### src/verilog/pixel_pkg.sv
`default_nettype none

package pixel_pkg;

    ////////////////////////////////////////
    // RGB565 colours of the chart.
    ////////////////////////////////////////

    // Bar body, pink.
    localparam logic [15:0] COLOR_BAR = 16'hF81F;

    // Column space above the bar top, gray.
    localparam logic [15:0] COLOR_BACKGROUND = 16'h8410;

    // Whole plot at power-up, black.
    localparam logic [15:0] COLOR_CLEAR = 16'h0000;

endpackage

`default_nettype wire

### src/verilog/plot_map_pkg.sv
`default_nettype none

package plot_map_pkg;

    ////////////////////////////////////////
    // SDRAM word map.
    ////////////////////////////////////////

    // Bank + row + column word address.
    localparam int ADDR_W = 24;

    // One burst moves four 16-bit words.
    localparam int WORD_W    = 16;
    localparam int BURST_LEN = 4;
    localparam int BURST_W   = BURST_LEN * WORD_W; // Word i at bits 16i and up.

    // Sample ring lives far above any frame area.
    // Each slot holds one sample written four times, so a slot is one burst.
    localparam logic [ADDR_W-1:0] RING_BASE = 24'h10_0000;

endpackage

`default_nettype wire

### src/verilog/column_painter.sv
`timescale 1ns/1ps
`default_nettype none

module column_painter
    import plot_map_pkg::*;
    import pixel_pkg::*;
#(
    parameter int                PLOT_COLS   = 16,
    parameter int                PLOT_HEIGHT = 32,
    parameter int                LINE_STRIDE = 64,
    parameter logic [ADDR_W-1:0] PLOT_ORIGIN = 24'h00_0040,
    localparam int               COL_W       = $clog2(PLOT_COLS),
    localparam int               HGT_W       = $clog2(PLOT_HEIGHT + 1)
) (
    input  wire               clk,
    input  wire               rst_n,
    input  wire               paint_start,
    input  wire  [COL_W-1:0]  paint_col,
    input  wire  [HGT_W-1:0]  paint_height,
    input  wire               paint_clear,
    output logic              painter_busy,
    output logic              wr_req,
    output logic [ADDR_W-1:0] wr_addr,
    output logic [BURST_W-1:0] wr_data,
    input  wire               wr_done,
    output logic              paint_done
);

    localparam logic [COL_W-1:0] LAST_COL = COL_W'(PLOT_COLS - 1);
    localparam logic [HGT_W-1:0] LAST_OFS = HGT_W'(PLOT_HEIGHT - BURST_LEN);

    typedef enum logic [1:0] {P_IDLE, P_SEEK, P_WRITE} pstate_t;

    pstate_t           state;
    logic [COL_W-1:0]  acc_col;    // Column that line_base points at.
    logic [ADDR_W-1:0] line_base;  // Pixel 0 of acc_col.
    logic [HGT_W-1:0]  offset;     // First pixel of the current burst.
    logic [COL_W-1:0]  tgt_col;
    logic [HGT_W-1:0]  height;
    logic              clear;

    ////////////////////////////////////////
    // Column walk and burst loop.
    ////////////////////////////////////////
    always_ff @(posedge clk or negedge rst_n) begin
        if (!rst_n) begin
            state      <= P_IDLE;
            acc_col    <= '0;
            line_base  <= PLOT_ORIGIN;
            offset     <= '0;
            wr_req     <= 1'b0;
            paint_done <= 1'b0;
        end else begin
            paint_done <= 1'b0;
            case (state)
                P_IDLE: if (paint_start) begin
                    offset <= '0;
                    state  <= P_SEEK;
                end
                // Walk the base forward one stride per cycle, no multiplier.
                P_SEEK: if (acc_col == tgt_col) begin
                    state <= P_WRITE;
                end else if (acc_col == LAST_COL) begin
                    acc_col   <= '0;                   // Wrap to column 0.
                    line_base <= PLOT_ORIGIN;
                end else begin
                    acc_col   <= acc_col + 1'b1;
                    line_base <= line_base + ADDR_W'(LINE_STRIDE);
                end
                P_WRITE: if (wr_done) begin
                    wr_req <= 1'b0;                    // Drop after done.
                    if (offset == LAST_OFS) begin
                        paint_done <= 1'b1;
                        state      <= P_IDLE;
                    end else begin
                        offset <= offset + HGT_W'(BURST_LEN);
                    end
                end else begin
                    wr_req <= 1'b1;
                end
                default: state <= P_IDLE;
            endcase
        end
    end

    // Request is latched as it is accepted.
    always_ff @(posedge clk) begin
        if (paint_start && state == P_IDLE) begin
            tgt_col <= paint_col;
            height  <= paint_height;
            clear   <= paint_clear;
        end
    end

    // Per-word colour, a burst may cross the bar top.
    always_comb begin
        logic [HGT_W-1:0] pix;
        wr_data = '0;
        for (int i = 0; i < BURST_LEN; i++) begin
            pix = offset + HGT_W'(i);
            if (clear) begin
                wr_data[i*WORD_W +: WORD_W] = COLOR_CLEAR;
            end else if (pix < height) begin
                wr_data[i*WORD_W +: WORD_W] = COLOR_BAR;
            end else begin
                wr_data[i*WORD_W +: WORD_W] = COLOR_BACKGROUND;
            end
        end
    end

    assign wr_addr      = line_base + ADDR_W'(offset);
    assign painter_busy = (state != P_IDLE);

endmodule

`default_nettype wire

### src/verilog/plot_renderer_top.sv
`timescale 1ns/1ps
`default_nettype none

module plot_renderer_top
    import plot_map_pkg::*;
#(
    parameter int                PLOT_COLS   = 16,
    parameter int                PLOT_HEIGHT = 32,
    parameter int                LINE_STRIDE = 64,
    parameter logic [ADDR_W-1:0] PLOT_ORIGIN = 24'h00_0040
) (
    input  wire                clk,
    input  wire                rst_n,
    input  wire                sample_valid,
    input  wire  [WORD_W-1:0]  sample_value,
    output logic               rd_req,
    output logic [ADDR_W-1:0]  rd_addr,
    input  wire  [BURST_W-1:0] rd_data,
    input  wire                rd_done,
    output logic               wr_req,
    output logic [ADDR_W-1:0]  wr_addr,
    output logic [BURST_W-1:0] wr_data,
    input  wire                wr_done,
    output logic               busy,
    output logic               frame_done
);

    localparam int COL_W = $clog2(PLOT_COLS);
    localparam int HGT_W = $clog2(PLOT_HEIGHT + 1);

    // Sequencer side of the write port.
    logic               seq_wr_req;
    logic [ADDR_W-1:0]  seq_wr_addr;
    logic [BURST_W-1:0] seq_wr_data;
    // Painter side of the write port.
    logic               pnt_wr_req;
    logic [ADDR_W-1:0]  pnt_wr_addr;
    logic [BURST_W-1:0] pnt_wr_data;

    logic              ring_advance, scan_start, scan_step;
    logic [ADDR_W-1:0] slot_addr;
    logic              paint_start, paint_clear, paint_done, painter_busy;
    logic [COL_W-1:0]  paint_col;
    logic [HGT_W-1:0]  paint_height;

    render_sequencer #(
        .PLOT_COLS   (PLOT_COLS),
        .PLOT_HEIGHT (PLOT_HEIGHT)
    ) u_seq (
        .clk, .rst_n, .sample_valid, .sample_value,
        .rd_req, .rd_addr, .rd_data, .rd_done,
        .seq_wr_req, .seq_wr_addr, .seq_wr_data, .wr_done,
        .ring_advance, .scan_start, .scan_step, .slot_addr,
        .paint_start, .paint_col, .paint_height, .paint_clear,
        .paint_done, .painter_busy, .busy, .frame_done
    );

    ring_index #(.PLOT_COLS(PLOT_COLS)) u_ring (
        .clk, .rst_n, .ring_advance, .scan_start, .scan_step, .slot_addr
    );

    column_painter #(
        .PLOT_COLS   (PLOT_COLS),
        .PLOT_HEIGHT (PLOT_HEIGHT),
        .LINE_STRIDE (LINE_STRIDE),
        .PLOT_ORIGIN (PLOT_ORIGIN)
    ) u_paint (
        .clk, .rst_n, .paint_start, .paint_col, .paint_height, .paint_clear,
        .painter_busy,
        .wr_req  (pnt_wr_req),
        .wr_addr (pnt_wr_addr),
        .wr_data (pnt_wr_data),
        .wr_done,
        .paint_done
    );

    // Painter owns the write port while it runs.
    assign wr_req  = painter_busy ? pnt_wr_req  : seq_wr_req;
    assign wr_addr = painter_busy ? pnt_wr_addr : seq_wr_addr;
    assign wr_data = painter_busy ? pnt_wr_data : seq_wr_data;

endmodule

`default_nettype wire

### src/verilog/render_sequencer.sv
`timescale 1ns/1ps
`default_nettype none

module render_sequencer
    import plot_map_pkg::*;
#(
    parameter int  PLOT_COLS   = 16,
    parameter int  PLOT_HEIGHT = 32,
    localparam int COL_W       = $clog2(PLOT_COLS),
    localparam int HGT_W       = $clog2(PLOT_HEIGHT + 1)
) (
    input  wire                clk,
    input  wire                rst_n,
    input  wire                sample_valid,
    input  wire  [WORD_W-1:0]  sample_value,
    output logic               rd_req,
    output logic [ADDR_W-1:0]  rd_addr,
    input  wire  [BURST_W-1:0] rd_data,
    input  wire                rd_done,
    output logic               seq_wr_req,
    output logic [ADDR_W-1:0]  seq_wr_addr,
    output logic [BURST_W-1:0] seq_wr_data,
    input  wire                wr_done,
    output logic               ring_advance,
    output logic               scan_start,
    output logic               scan_step,
    input  wire  [ADDR_W-1:0]  slot_addr,
    output logic               paint_start,
    output logic [COL_W-1:0]   paint_col,
    output logic [HGT_W-1:0]   paint_height,
    output logic               paint_clear,
    input  wire                paint_done,
    input  wire                painter_busy,
    output logic               busy,
    output logic               frame_done
);

    localparam logic [COL_W-1:0]  LAST_COL = COL_W'(PLOT_COLS - 1);
    localparam logic [WORD_W-1:0] HGT_MAX  = WORD_W'(PLOT_HEIGHT);

    typedef enum logic [2:0] {S_LOAD, S_WR, S_RD, S_PAINT, S_WAIT, S_IDLE} state_t;

    state_t            state;
    logic              clearing;   // Init pass, ring zero then plot clear.
    logic [COL_W-1:0]  col;
    logic              pending;
    logic [WORD_W-1:0] pend_value; // Latest strobe wins.
    logic [WORD_W-1:0] cur_sample; // Sample of the running frame.

    ////////////////////////////////////////
    // Main FSM.
    ////////////////////////////////////////
    always_ff @(posedge clk or negedge rst_n) begin
        if (!rst_n) begin
            state      <= S_LOAD;                  // Init starts at once.
            clearing   <= 1'b1;
            col        <= '0;
            pending    <= 1'b0;
            rd_req     <= 1'b0;
            seq_wr_req <= 1'b0;
            frame_done <= 1'b0;
        end else begin
            frame_done <= 1'b0;
            // New strobe beats the take, so it waits for the next frame.
            if (sample_valid) begin
                pending <= 1'b1;
            end else if (state == S_IDLE) begin
                pending <= 1'b0;
            end
            case (state)
                S_IDLE: if (pending) state <= S_LOAD;
                S_LOAD: state <= S_WR;             // Scan slot = head.
                // Ring slot write, zero at init or the new sample.
                S_WR: if (wr_done) begin
                    seq_wr_req <= 1'b0;
                    if (!clearing) begin
                        state <= S_RD;             // Head moved, scan at oldest.
                    end else if (col == LAST_COL) begin
                        col   <= '0;
                        state <= S_PAINT;
                    end else begin
                        col <= col + 1'b1;
                    end
                end else begin
                    seq_wr_req <= 1'b1;
                end
                S_RD: if (rd_done) begin
                    rd_req <= 1'b0;
                    state  <= S_PAINT;
                end else begin
                    rd_req <= 1'b1;
                end
                S_PAINT: if (!painter_busy) state <= S_WAIT;
                S_WAIT: if (paint_done) begin
                    if (col == LAST_COL) begin
                        col        <= '0;
                        frame_done <= !clearing;   // No pulse for init.
                        clearing   <= 1'b0;
                        state      <= S_IDLE;
                    end else begin
                        col   <= col + 1'b1;
                        state <= clearing ? S_PAINT : S_RD;
                    end
                end
                default: state <= S_IDLE;
            endcase
        end
    end

    // Sample capture and height clip.
    always_ff @(posedge clk) begin
        if (sample_valid) begin
            pend_value <= sample_value;
        end
        if (state == S_IDLE && pending) begin
            cur_sample <= pend_value;
        end
        if (state == S_RD && rd_done) begin
            if (rd_data[WORD_W-1:0] > HGT_MAX) begin
                paint_height <= HGT_W'(PLOT_HEIGHT); // Full bar.
            end else begin
                paint_height <= rd_data[HGT_W-1:0];
            end
        end
    end

    ////////////////////////////////////////
    // Strobes and port values.
    ////////////////////////////////////////
    assign scan_start   = (state == S_LOAD);
    assign scan_step    = (state == S_WR && wr_done) || (state == S_RD && rd_done);
    assign ring_advance = (state == S_WR) && wr_done && !clearing;
    assign paint_start  = (state == S_PAINT) && !painter_busy;
    assign paint_col    = col;
    assign paint_clear  = clearing;

    // Slot address holds still until done, so both ports use it directly.
    assign rd_addr     = slot_addr;
    assign seq_wr_addr = slot_addr;
    assign seq_wr_data = clearing ? '0 : {BURST_LEN{cur_sample}}; // Four copies.

    assign busy = (state != S_IDLE);

endmodule

`default_nettype wire

### src/verilog/ring_index.sv
`timescale 1ns/1ps
`default_nettype none

module ring_index
    import plot_map_pkg::*;
#(
    parameter int PLOT_COLS = 16
) (
    input  wire              clk,
    input  wire              rst_n,
    input  wire              ring_advance,
    input  wire              scan_start,
    input  wire              scan_step,
    output logic [ADDR_W-1:0] slot_addr
);

    // Address of the last slot, one burst below the wrap point.
    localparam logic [ADDR_W-1:0] LAST_SLOT =
        RING_BASE + ADDR_W'(BURST_LEN * (PLOT_COLS - 1));

    logic [ADDR_W-1:0] head_addr; // Slot for the next sample.
    logic [ADDR_W-1:0] scan_addr; // Slot being walked.

    // Step one slot forward, wrapping to the ring base.
    function automatic logic [ADDR_W-1:0] next_slot(input logic [ADDR_W-1:0] addr);
        logic [ADDR_W-1:0] nxt;
        if (addr == LAST_SLOT) begin
            nxt = RING_BASE;
        end else begin
            nxt = addr + ADDR_W'(BURST_LEN); // Slots are one burst apart.
        end
        return nxt;
    endfunction

    always_ff @(posedge clk or negedge rst_n) begin
        if (!rst_n) begin
            head_addr <= RING_BASE;
            scan_addr <= RING_BASE;
        end else begin
            if (ring_advance) begin
                head_addr <= next_slot(head_addr);
            end
            // Scan restarts at the head, then walks oldest first.
            if (scan_start) begin
                scan_addr <= head_addr;
            end else if (scan_step) begin
                scan_addr <= next_slot(scan_addr);
            end
        end
    end

    // Writes and reads both go to the scan slot.
    assign slot_addr = scan_addr;

endmodule

`default_nettype wire

### config.mk
export PLATFORM = sky130hd
export DESIGN_NAME = plot_renderer_top
export DESIGN_NICKNAME = d
export VERILOG_FILES = /design/src/verilog/pixel_pkg.sv /design/src/verilog/plot_map_pkg.sv /design/src/verilog/column_painter.sv /design/src/verilog/plot_renderer_top.sv /design/src/verilog/render_sequencer.sv /design/src/verilog/ring_index.sv
export SDC_FILE = /design/constraint.sdc
export NUM_CORES = 1
export LEC_CHECK = 0
export ABC_AREA = 1
export BUFFER_PORTS_ARGS = -buffer_cell sky130_fd_sc_hd__buf_2
export CAP_MARGIN = 20
export CORE_MARGIN = 8
export CORE_UTILIZATION = 54
export CTS_CLUSTER_SIZE = 24
export DETAILED_ROUTE_END_ITERATION = 12
export PLACE_DENSITY_LB_ADDON = 0.05
export SLEW_MARGIN = 10
export SYNTH_ARGS = -nofsm -noshare
export SYNTH_HDL_FRONTEND = slang
export SYNTH_SLANG_ARGS = --single-unit
### constraint.sdc
create_clock -name clk -period 2.71 [get_ports clk]
set_clock_uncertainty 0.15 [all_clocks]
set_input_delay 0.271 -clock clk [delete_from_list [all_inputs] [get_ports clk]]
set_output_delay 0.271 -clock clk [all_outputs]
set_load 0.1 [all_outputs]
==> results of run 1 <==
[kinds of logic after synthesis]
logic type / Yosys count / synth area share
AOI/OAI and AO/OA: 111 / 0.0730
xor gates and xnor gates: 27 / 0.0295
adders and majority gates: 19 / 0.0297
buffers and inverters: 184 / 0.102
DFF: 135 / 0.453
muxes: 1 / 0.00125
other: 1 / 0.000468
and+or+nand+nor: 563 / 0.311
[per-stage QoR]
step,hold slack (ns),TNS (ns),util,instances
detailed placement,0.116,0,0.672,1337
finish,0.0103,0,0.737,1393
global route,0.0343,-0.192,0.737,1393
floorplan,-0.175,-5.48,-,1044
CTS,0.0131,0,0.734,1391
global placement,0.117,0,0.672,1337
[repair_timing]
item	CTS	global route
hold endpoints to repair	50	0
hold buffers	19	0
pin swaps	3	4
buffers inserted	3	2
gates resized for setup	6	11
endpoints found under the setup margin	27	25
[routing by layer]
layer / GRT usage / vias to the layer above / wire length [um]
li1: - / 3695 / -
met1: 0.306 / 3517 / 9440
met5: 0 / - / 0
met2: 0.395 / 274 / 11200
met4: 0.0776 / 0 / 323
met3: 0.0503 / 32 / 1600
[worst min-delay path: stages]
cell	delay, ns
buf_2	0.07
inv_1	0.04
nor2_1	0.09
[path summary, 6_finish.rpt]
path / startpoint / endpoint / slack, ns
worst max-delay path: u_paint.offset[2] / wr_data[50] / 0.04
worst min-delay path: rd_data[3] / u_seq.paint_height[3] / 0.01
worst max register to register: u_ring.slot_addr[3] / u_ring.slot_addr[18] / 0.58
worst min register to register: u_seq.pend_value[5] / u_seq.cur_sample[5] / 0.27
max in group asynchronous: rst_n / u_ring.slot_addr[20] / 1.49
min in group asynchronous: rst_n / u_paint.offset[5] / 0.20
[layout make-up]
| class | count | area share |
|---|---|---|
| clock inverter | 14 | 0.0215 |
| sequential | 135 | 0.339 |
| timing repair buffer | 182 | 0.190 |
| clock buffer | 18 | 0.0401 |
| multi-input combinational | 725 | 0.341 |
| tap | 184 | 0.0215 |
| inverter | 135 | 0.0473 |
[placed cells by master (no fill, tap or decap), drive strengths merged, types with 7 or more instances in the layout]
cell type    Yosys  layout
a21oi           12      12
clkbuf           7      19
dfrtp           82      82
nand2          303     303
xnor2            7       7
xor2            20      20
o22ai            9       9
nor2           106     106
ha              19      19
edfxtp          49      49
nand3           76      76
nor3            16      16
inv            133     133
nand4           53      53
buf             42     162
o21ai           83      83
dlygate4sd3      0      19
[sequential cells by signal (all words and copies together), names as in the netlist, 2 cells and up]
signal              count
u_ring.slot_addr       22
u_paint.state           2
u_seq.paint_col         4
u_seq.pend_value       16
u_paint.line_base      18
u_seq.state             3
u_seq.cur_sample       16
u_seq.paint_height      6
u_paint.height          6
u_paint.offset          4
u_paint.tgt_col         4
u_paint.acc_col         4
u_ring.head_addr       22
==> impl_metrics.yaml, run 1 <==
synth:
  seq_area_frac_synth: 0.453
  synth_enable_flop_cells: 49
  yosys.area.top_type: "dfrtp_1"
  synthFlopType: "dfrtp_1"
  synthTopCellsByCount: "298 x nand2_1, 123 x inv_1, 93 x nor2_1"
  synth.area.top_cells: "dfrtp_1 26%, edfxtp_1 18%, nand2_1 14%"
  synth-seq-cells: 135
  avgSynthCellArea_sq_um: 7.69
  synth_most_common_cell: "nand2_1"
  yosys_warnings: 0
  syn-cell-area_sq_um: 8010
  yosysUniqueCellTypes: 38
  synthArstFlopShare: 0.637
  postSynthCellCount: 1041
  synth.top_cell.area_share: 0.256
floorplan:
  design.die.area_sq_um: 19000
  die_y_um: 138
  rows: 44
  die_w_um: 138
  core_area_sq_um: 14500
  initial_core_util: 0.551
  ios: 201
clocking:
  cts_buffers: 17
  clkLatencyLatePin_ns: 0.43
  cts-root-buf: "clkbuf_16"
  cts_tree: "yes"
  clk_pin_slew_ns: 0.06
  cts_buffer_depth: 2
  htreeDepth: 4
  clock-sinks: 135
setup_path:
  path_cells: "ha_1 > nand2_1 > inv_1 > o21ai_1 > nand2_1 > a21oi_4 > nand2_4 > nand2_2 > buf_12"
  cp-end-kind: "output port"
  critical_path_class: "register to output port"
  cp_slowest_cell: "dfrtp_1"
  reg2reg_depth: 8
  start_kind: "register"
  path_max_fanout: 8
  cp.required_ns: 2.29
  cp.depth: 9
  crit_family: "flip-flops"
  cp_num_buf_inv: 2
  critical-path-max-stage-delay_ns: 0.46
  arrival_ns: 2.25
  crit_top_cell: "nand2_1"
timing:
  relSlewSlack: 0.637
  min_period_ns: 2.67
  fmax_ghz: 0.374
  setup_viol: 0
  worstMarginPinSlew_ns: 0.543
  drv_slew: 0
  grt_setup_unrepaired: "yes"
  period_share: 0.986
  fin_ws_ns: 0.0382
  final_hold_viol_count: 0
detailed_routing:
  via_per_inst: 5.40
  vias: 7518
  drtAntennaViolNets: 0
  drc_errors: 0
  dr.pass1.iters: 7
  first_iter_violations: 652
  drt-total-wl_um: 22600
  wire_per_inst_um: 16.2
hold_path:
  holdPathStages: 3
  worst_hold_path_type: "primary input to register"
grt:
  grt.overflow.total: 0
  grt_pass1_wl_um: 35500
  antenna_found_initial: 0
  grt_pass1_vias: 7015
  grt_max_degree: 46
  track_usage: 0.239
layout:
  fin_area_sq_um: 10700
  ff_latch_area_sq_um: 3630
  drive_gt1_frac: 0.209
  multi_input_area_sq_um: 3650
  n_fill_cell: 1078
  diodes: 0
  syn2layout_area_growth_pct: 33.7
  nets: 1300
outcome:
  status: "complete, no violations"
flow_run:
  cap_violations: 0
placement:
  place_ws_ns: 0.206
  port_buffers: 148
  dpl_cell_area_sq_um: 9770
  dpl.hpwl_um: 16600
  gp_congestion: 0.933
Power of run 1 is not shown: default switching activity piles up to over one toggle a cycle in this logic, so the estimate is an artifact.
==> run 2: changes to the inputs <==
Settings changed: CORE_ASPECT_RATIO from default to 1.4, CORE_UTILIZATION 54 to 55, SYNTH_HIERARCHICAL from default to 1.
==> impl_metrics.yaml, run 2 <==
layout:
  n_fill_cell: 1541
  drive_gt1_frac: 0.222
  syn2layout_area_growth_pct: 21.6
  nets: 1569
  finalNonFillerCells: 1724
  final_util: 0.675
  diodes: 0
  final_cell_mix: "464 x nand2_1, 137 x nor2_1, 121 x inv_1, 89 x buf_12, 82 x dfrtp_1"
  final_common_cell: "nand2_1"
floorplan:
  rows: 59
  die_y_um: 177
  initial_core_util: 0.555
  design.die.area_sq_um: 23200
  core_area_sq_um: 18400
  die_w_um: 131
  ios: 201
timing:
  relSlewSlack: 0.520
  tns_ns: -4.07
  period_share: 1.09
  worstMarginPinSlew_ns: 0.719
  grt_setup_unrepaired: "yes"
  fmax_ghz: 0.338
  setup_viol: 33
  fin_ws_ns: -0.247
  final_hold_viol_count: 0
  min_period_ns: 2.96
  drv_slew: 0
hold_path:
  worst_hold_path_type: "primary input to register"
setup_path:
  cp-end-kind: "output port"
  critical_path_class: "register to output port"
  cp.required_ns: 2.29
  path_max_fanout: 8
  arrival_ns: 2.54
  start_kind: "register"
placement:
  gp_congestion: 0.920
  place_ws_ns: 0.0151
  port_buffers: 148
  place_inst: 1671
  dpl.hpwl_um: 21700
clocking:
  cts-root-buf: "clkbuf_16"
  clock-sinks: 135
  cts_buffer_depth: 2
  clkLatencyLatePin_ns: 0.43
  cts_tree: "yes"
  clk_pin_slew_ns: 0.06
  cts_buffers: 17
  htreeDepth: 4
outcome:
  status: "complete, but fails checks"
  violations: "setup timing"
synth:
  postSynthCellCount: 1447
  synthTopCellsByCount: "508 x nand2_1, 160 x buf_4, 137 x nor2_1"
  seq_area_frac_synth: 0.355
  yosysUniqueCellTypes: 46
  synthFlopType: "dfrtp_1"
  synth.top_cell.area_share: 0.201
  synth_enable_flop_cells: 49
  yosys.area.top_type: "dfrtp_1"
  synth-seq-cells: 135
  syn-cell-area_sq_um: 10200
  avgSynthCellArea_sq_um: 7.06
  synthArstFlopShare: 0.637
  synth_most_common_cell: "nand2_1"
  synth.area.top_cells: "dfrtp_1 20%, nand2_1 19%, edfxtp_1 14%"
  yosys_warnings: 6
grt:
  grt.overflow.total: 0
  grt_pass1_vias: 8660
  track_usage: 0.245
  grt_max_degree: 70
  antenna_found_initial: 0
  grt_pass1_wl_um: 45400
power_and_ir_drop:
  design_power_total_uw: 14700
  p_per_area_nw_per_um2: 1180
  ir_drop_mv: 1.00
  p_leak_uw: 0.00597
detailed_routing:
  dr.pass1.iters: 5
  first_iter_violations: 646
  drtAntennaViolNets: 0
  drc_errors: 0
  drt-total-wl_um: 28300
  vias: 8916
  via_per_inst: 5.17
  wire_per_inst_um: 16.4
flow_run:
  cap_violations: 0
[run 2: timing repair]
item | 4_1_cts | 5_1_grt
buffers inserted | 1 | 1
hold endpoints to repair | 51 | 0
endpoints found under the setup margin | 35 | 58
hold buffers | 19 | 0
resized for setup | 10 | 25
pin swaps | 25 | 21
[run 2: metrics by stage]
stage	hold WS, ns	area [sq um]
2_1_floorplan	-0.175	10400
3_3_place_gp	0.130	11500
3_5_place_dp	0.129	11500
4_1_cts	0.0299	12300
5_1_grt	0.0373	12400
6_report	0.0374	12400
[run 2: per-layer routing]
layer	up-vias	part of all wire	wire, um	global-route usage
met4	0	0.036	1010	0.101
met2	314	0.53	14900	0.454
met3	57	0.048	1340	0.0401
met1	4116	0.39	11000	0.273
met5	-	0	0	0
li1	4429	-	-	-
[run 2: worst paths after layout]
check,from,to,slack (ns),depth (start not counted)
hold / removal,rd_data[2],u_seq/paint_height[2],0.04,3
setup reg to reg,u_paint/state[0],u_paint/tgt_col[0],0.30,5
setup / recovery,u_paint/offset[3],wr_data[48],-0.25,11
hold reg to reg,u_seq/paint_height[2],u_paint/height[2],0.26,0
min in group asynchronous,rst_n,u_paint/line_base[16],0.20,2
max in group asynchronous,rst_n,u_ring/slot_addr[20],1.53,3
[run 2: final cells by class]
cell class / count / area, sq um / share of cell area
inverter: 133 / 504 / 0.0406
tap: 244 / 305 / 0.0246
multi-input combinational: 990 / 4960 / 0.399
clock buffer: 17 / 425 / 0.0343
clock inverter: 15 / 135 / 0.0109
timing repair buffer: 190 / 2460 / 0.198
sequential: 135 / 3630 / 0.292
[run 2: where the power goes]
part	switching, uW	internal (uW)
combinational	6550	2930
sequential	513	2470
clock	1010	1210
total	8070	6610
[run 2: cells by family (layout without fill, tap and decap cells)]
logic type / Yosys count / after routing / synth area share
DFF: 135 / 135 / 0.355
AOI/OAI and AO/OA: 92 / 92 / 0.0539
buffers and inverters: 345 / 355 / 0.193
adders and majority gates: 17 / 17 / 0.0208
other: 2 / 25 / 0.000736
and+or+nand+nor: 826 / 826 / 0.350
muxes: 1 / 1 / 0.000980
xor gates and xnor gates: 29 / 29 / 0.0249
[run 2: worst max-delay path, cell delays in order (launching register included)]
cell	delay (ns)
dfrtp_1	0.41
ha_4	0.26
ha_4	0.23
a21oi_4	0.15
nand2_2	0.07
a21oi_2	0.17
o21bai_1	0.12
nor2_1	0.15
buf_6	0.17
nand2_1	0.10
nand2_4	0.10
buf_12	0.17
No activity file was read; power rests on OpenSTA's default activity.
==> run 3: changes to the inputs <==
Settings changed: BUFFER_PORTS_ARGS -buffer_cell sky130_fd_sc_hd__buf_2 to -buffer_cell sky130_fd_sc_hd__buf_4.
==> impl_metrics.yaml, run 3 (synthesis results as in run 2) <==
layout:
  final_util: 0.653
  finalNonFillerCells: 1722
  drive_gt1_frac: 0.226
  final_common_cell: "nand2_1"
  diodes: 0
  fin_area_sq_um: 12000
  final_cell_mix: "458 x nand2_1, 136 x nor2_1, 125 x buf_4, 121 x inv_1, 82 x dfrtp_1"
  syn2layout_area_growth_pct: 17.5
  nets: 1567
placement:
  gp_congestion: 0.943
  dpl_cell_area_sq_um: 10600
  place_ws_ns: -0.0161
  place_inst: 1669
  port_buffers: 148
  dpl.hpwl_um: 20600
setup_path:
  rrSetupSlack_ns: 0.36
  critical_path_class: "register to output port"
  arrival_ns: 2.48
  start_kind: "register"
  cp-end-kind: "output port"
  path_max_fanout: 8
  cp.required_ns: 2.29
timing:
  tns_ns: -4.22
  worstMarginPinSlew_ns: 0.673
  relSlewSlack: 0.550
  grt_setup_unrepaired: "yes"
  final_hold_viol_count: 0
  fin_ws_ns: -0.187
  drv_slew: 0
  fmax_ghz: 0.345
  min_period_ns: 2.90
  setup_viol: 34
  period_share: 1.07
detailed_routing:
  first_iter_violations: 607
  dr.pass1.iters: 5
  via_per_inst: 5.15
  drtAntennaViolNets: 0
  vias: 8861
  wire_per_inst_um: 16.1
  drt-total-wl_um: 27800
  drc_errors: 0
floorplan:
  rows: 59
  die_y_um: 177
  design.die.area_sq_um: 23200
  die_w_um: 131
  ios: 201
  core_area_sq_um: 18400
  initial_core_util: 0.555
outcome:
  violations: "setup timing"
  status: "complete, but fails checks"
clocking:
  htreeDepth: 4
  clk_pin_slew_ns: 0.06
  cts_tree: "yes"
  cts-root-buf: "clkbuf_16"
  clkLatencyLatePin_ns: 0.43
  cts_buffer_depth: 2
  clock-sinks: 135
  cts_buffers: 17
grt:
  grt_pass1_vias: 8489
  track_usage: 0.237
  grt.overflow.total: 0
  antenna_found_initial: 0
  grt_max_degree: 69
  grt_pass1_wl_um: 44200
power_and_ir_drop:
  p_per_area_nw_per_um2: 1220
  ir_drop_mv: 1.09
  p_leak_uw: 0.00581
hold_path:
  worst_hold_path_type: "primary input to register"
flow_run:
  cap_violations: 0
[run 3: final cells by class]
cell class	instances	area, sq um
well taps	244	305
repair buffers	188	1970
clock buffers	18	429
multi-input cells	990	5000
inverters	133	502
clock inverters	14	166
fillers	1629	6380
flip-flops and latches	135	3630
[run 3: repair_timing]
item / in CTS / in global routing
hold buffers: 19 / 0
buffers inserted: 0 / 2
pin swaps: 24 / 28
gates resized for setup: 111 / 46
setup endpoints to repair: 35 / 38
hold endpoints to repair: 56 / 0
[run 3: per-layer routing]
| metal | GRT usage | part of all wire | up-vias |
|---|---|---|---|
| li1 | - | - | 4425 |
| met1 | 0.265 | 0.39 | 4106 |
| met2 | 0.439 | 0.53 | 274 |
| met3 | 0.0386 | 0.044 | 56 |
| met4 | 0.0986 | 0.030 | 0 |
| met5 | 0 | 0 | - |
[run 3: worst paths after layout]
kind                                       start                    end  depth (start not counted)
hold / removal                        rd_data[4]  u_seq/paint_height[4]                          3
hold reg to reg            u_seq/paint_height[2]      u_paint/height[2]                          0
max in group asynchronous                  rst_n   u_ring/slot_addr[20]                          3
min in group asynchronous                  rst_n  u_paint/line_base[20]                          2
setup reg to reg                  u_seq/state[1]   u_ring/head_addr[20]                         13
setup / recovery               u_paint/offset[3]            wr_data[51]                         11
[run 3: worst max-delay path: stages (launching register included)]
cell	delay, ns
dfrtp_1	0.41
ha_4	0.23
ha_4	0.23
a21oi_4	0.19
nand2_4	0.07
a21oi_4	0.14
o21bai_1	0.11
nor2_1	0.13
buf_6	0.18
nand2_2	0.08
nand2_4	0.11
buf_12	0.17
[run 3: metrics by stage]
step,hold slack [ns],total power (uW)
floorplan,-0.175,9810
global placement,0.141,10900
global route,0.0163,15200
detailed placement,0.141,10900
finish,0.0220,14600
CTS,0.000124,14200
[run 3: where the power goes]
part	leakage [uW]	internal (uW)	switching, uW
clock network	0.000282	1380	974
logic	0.00395	2710	6540
registers	0.00158	2470	512
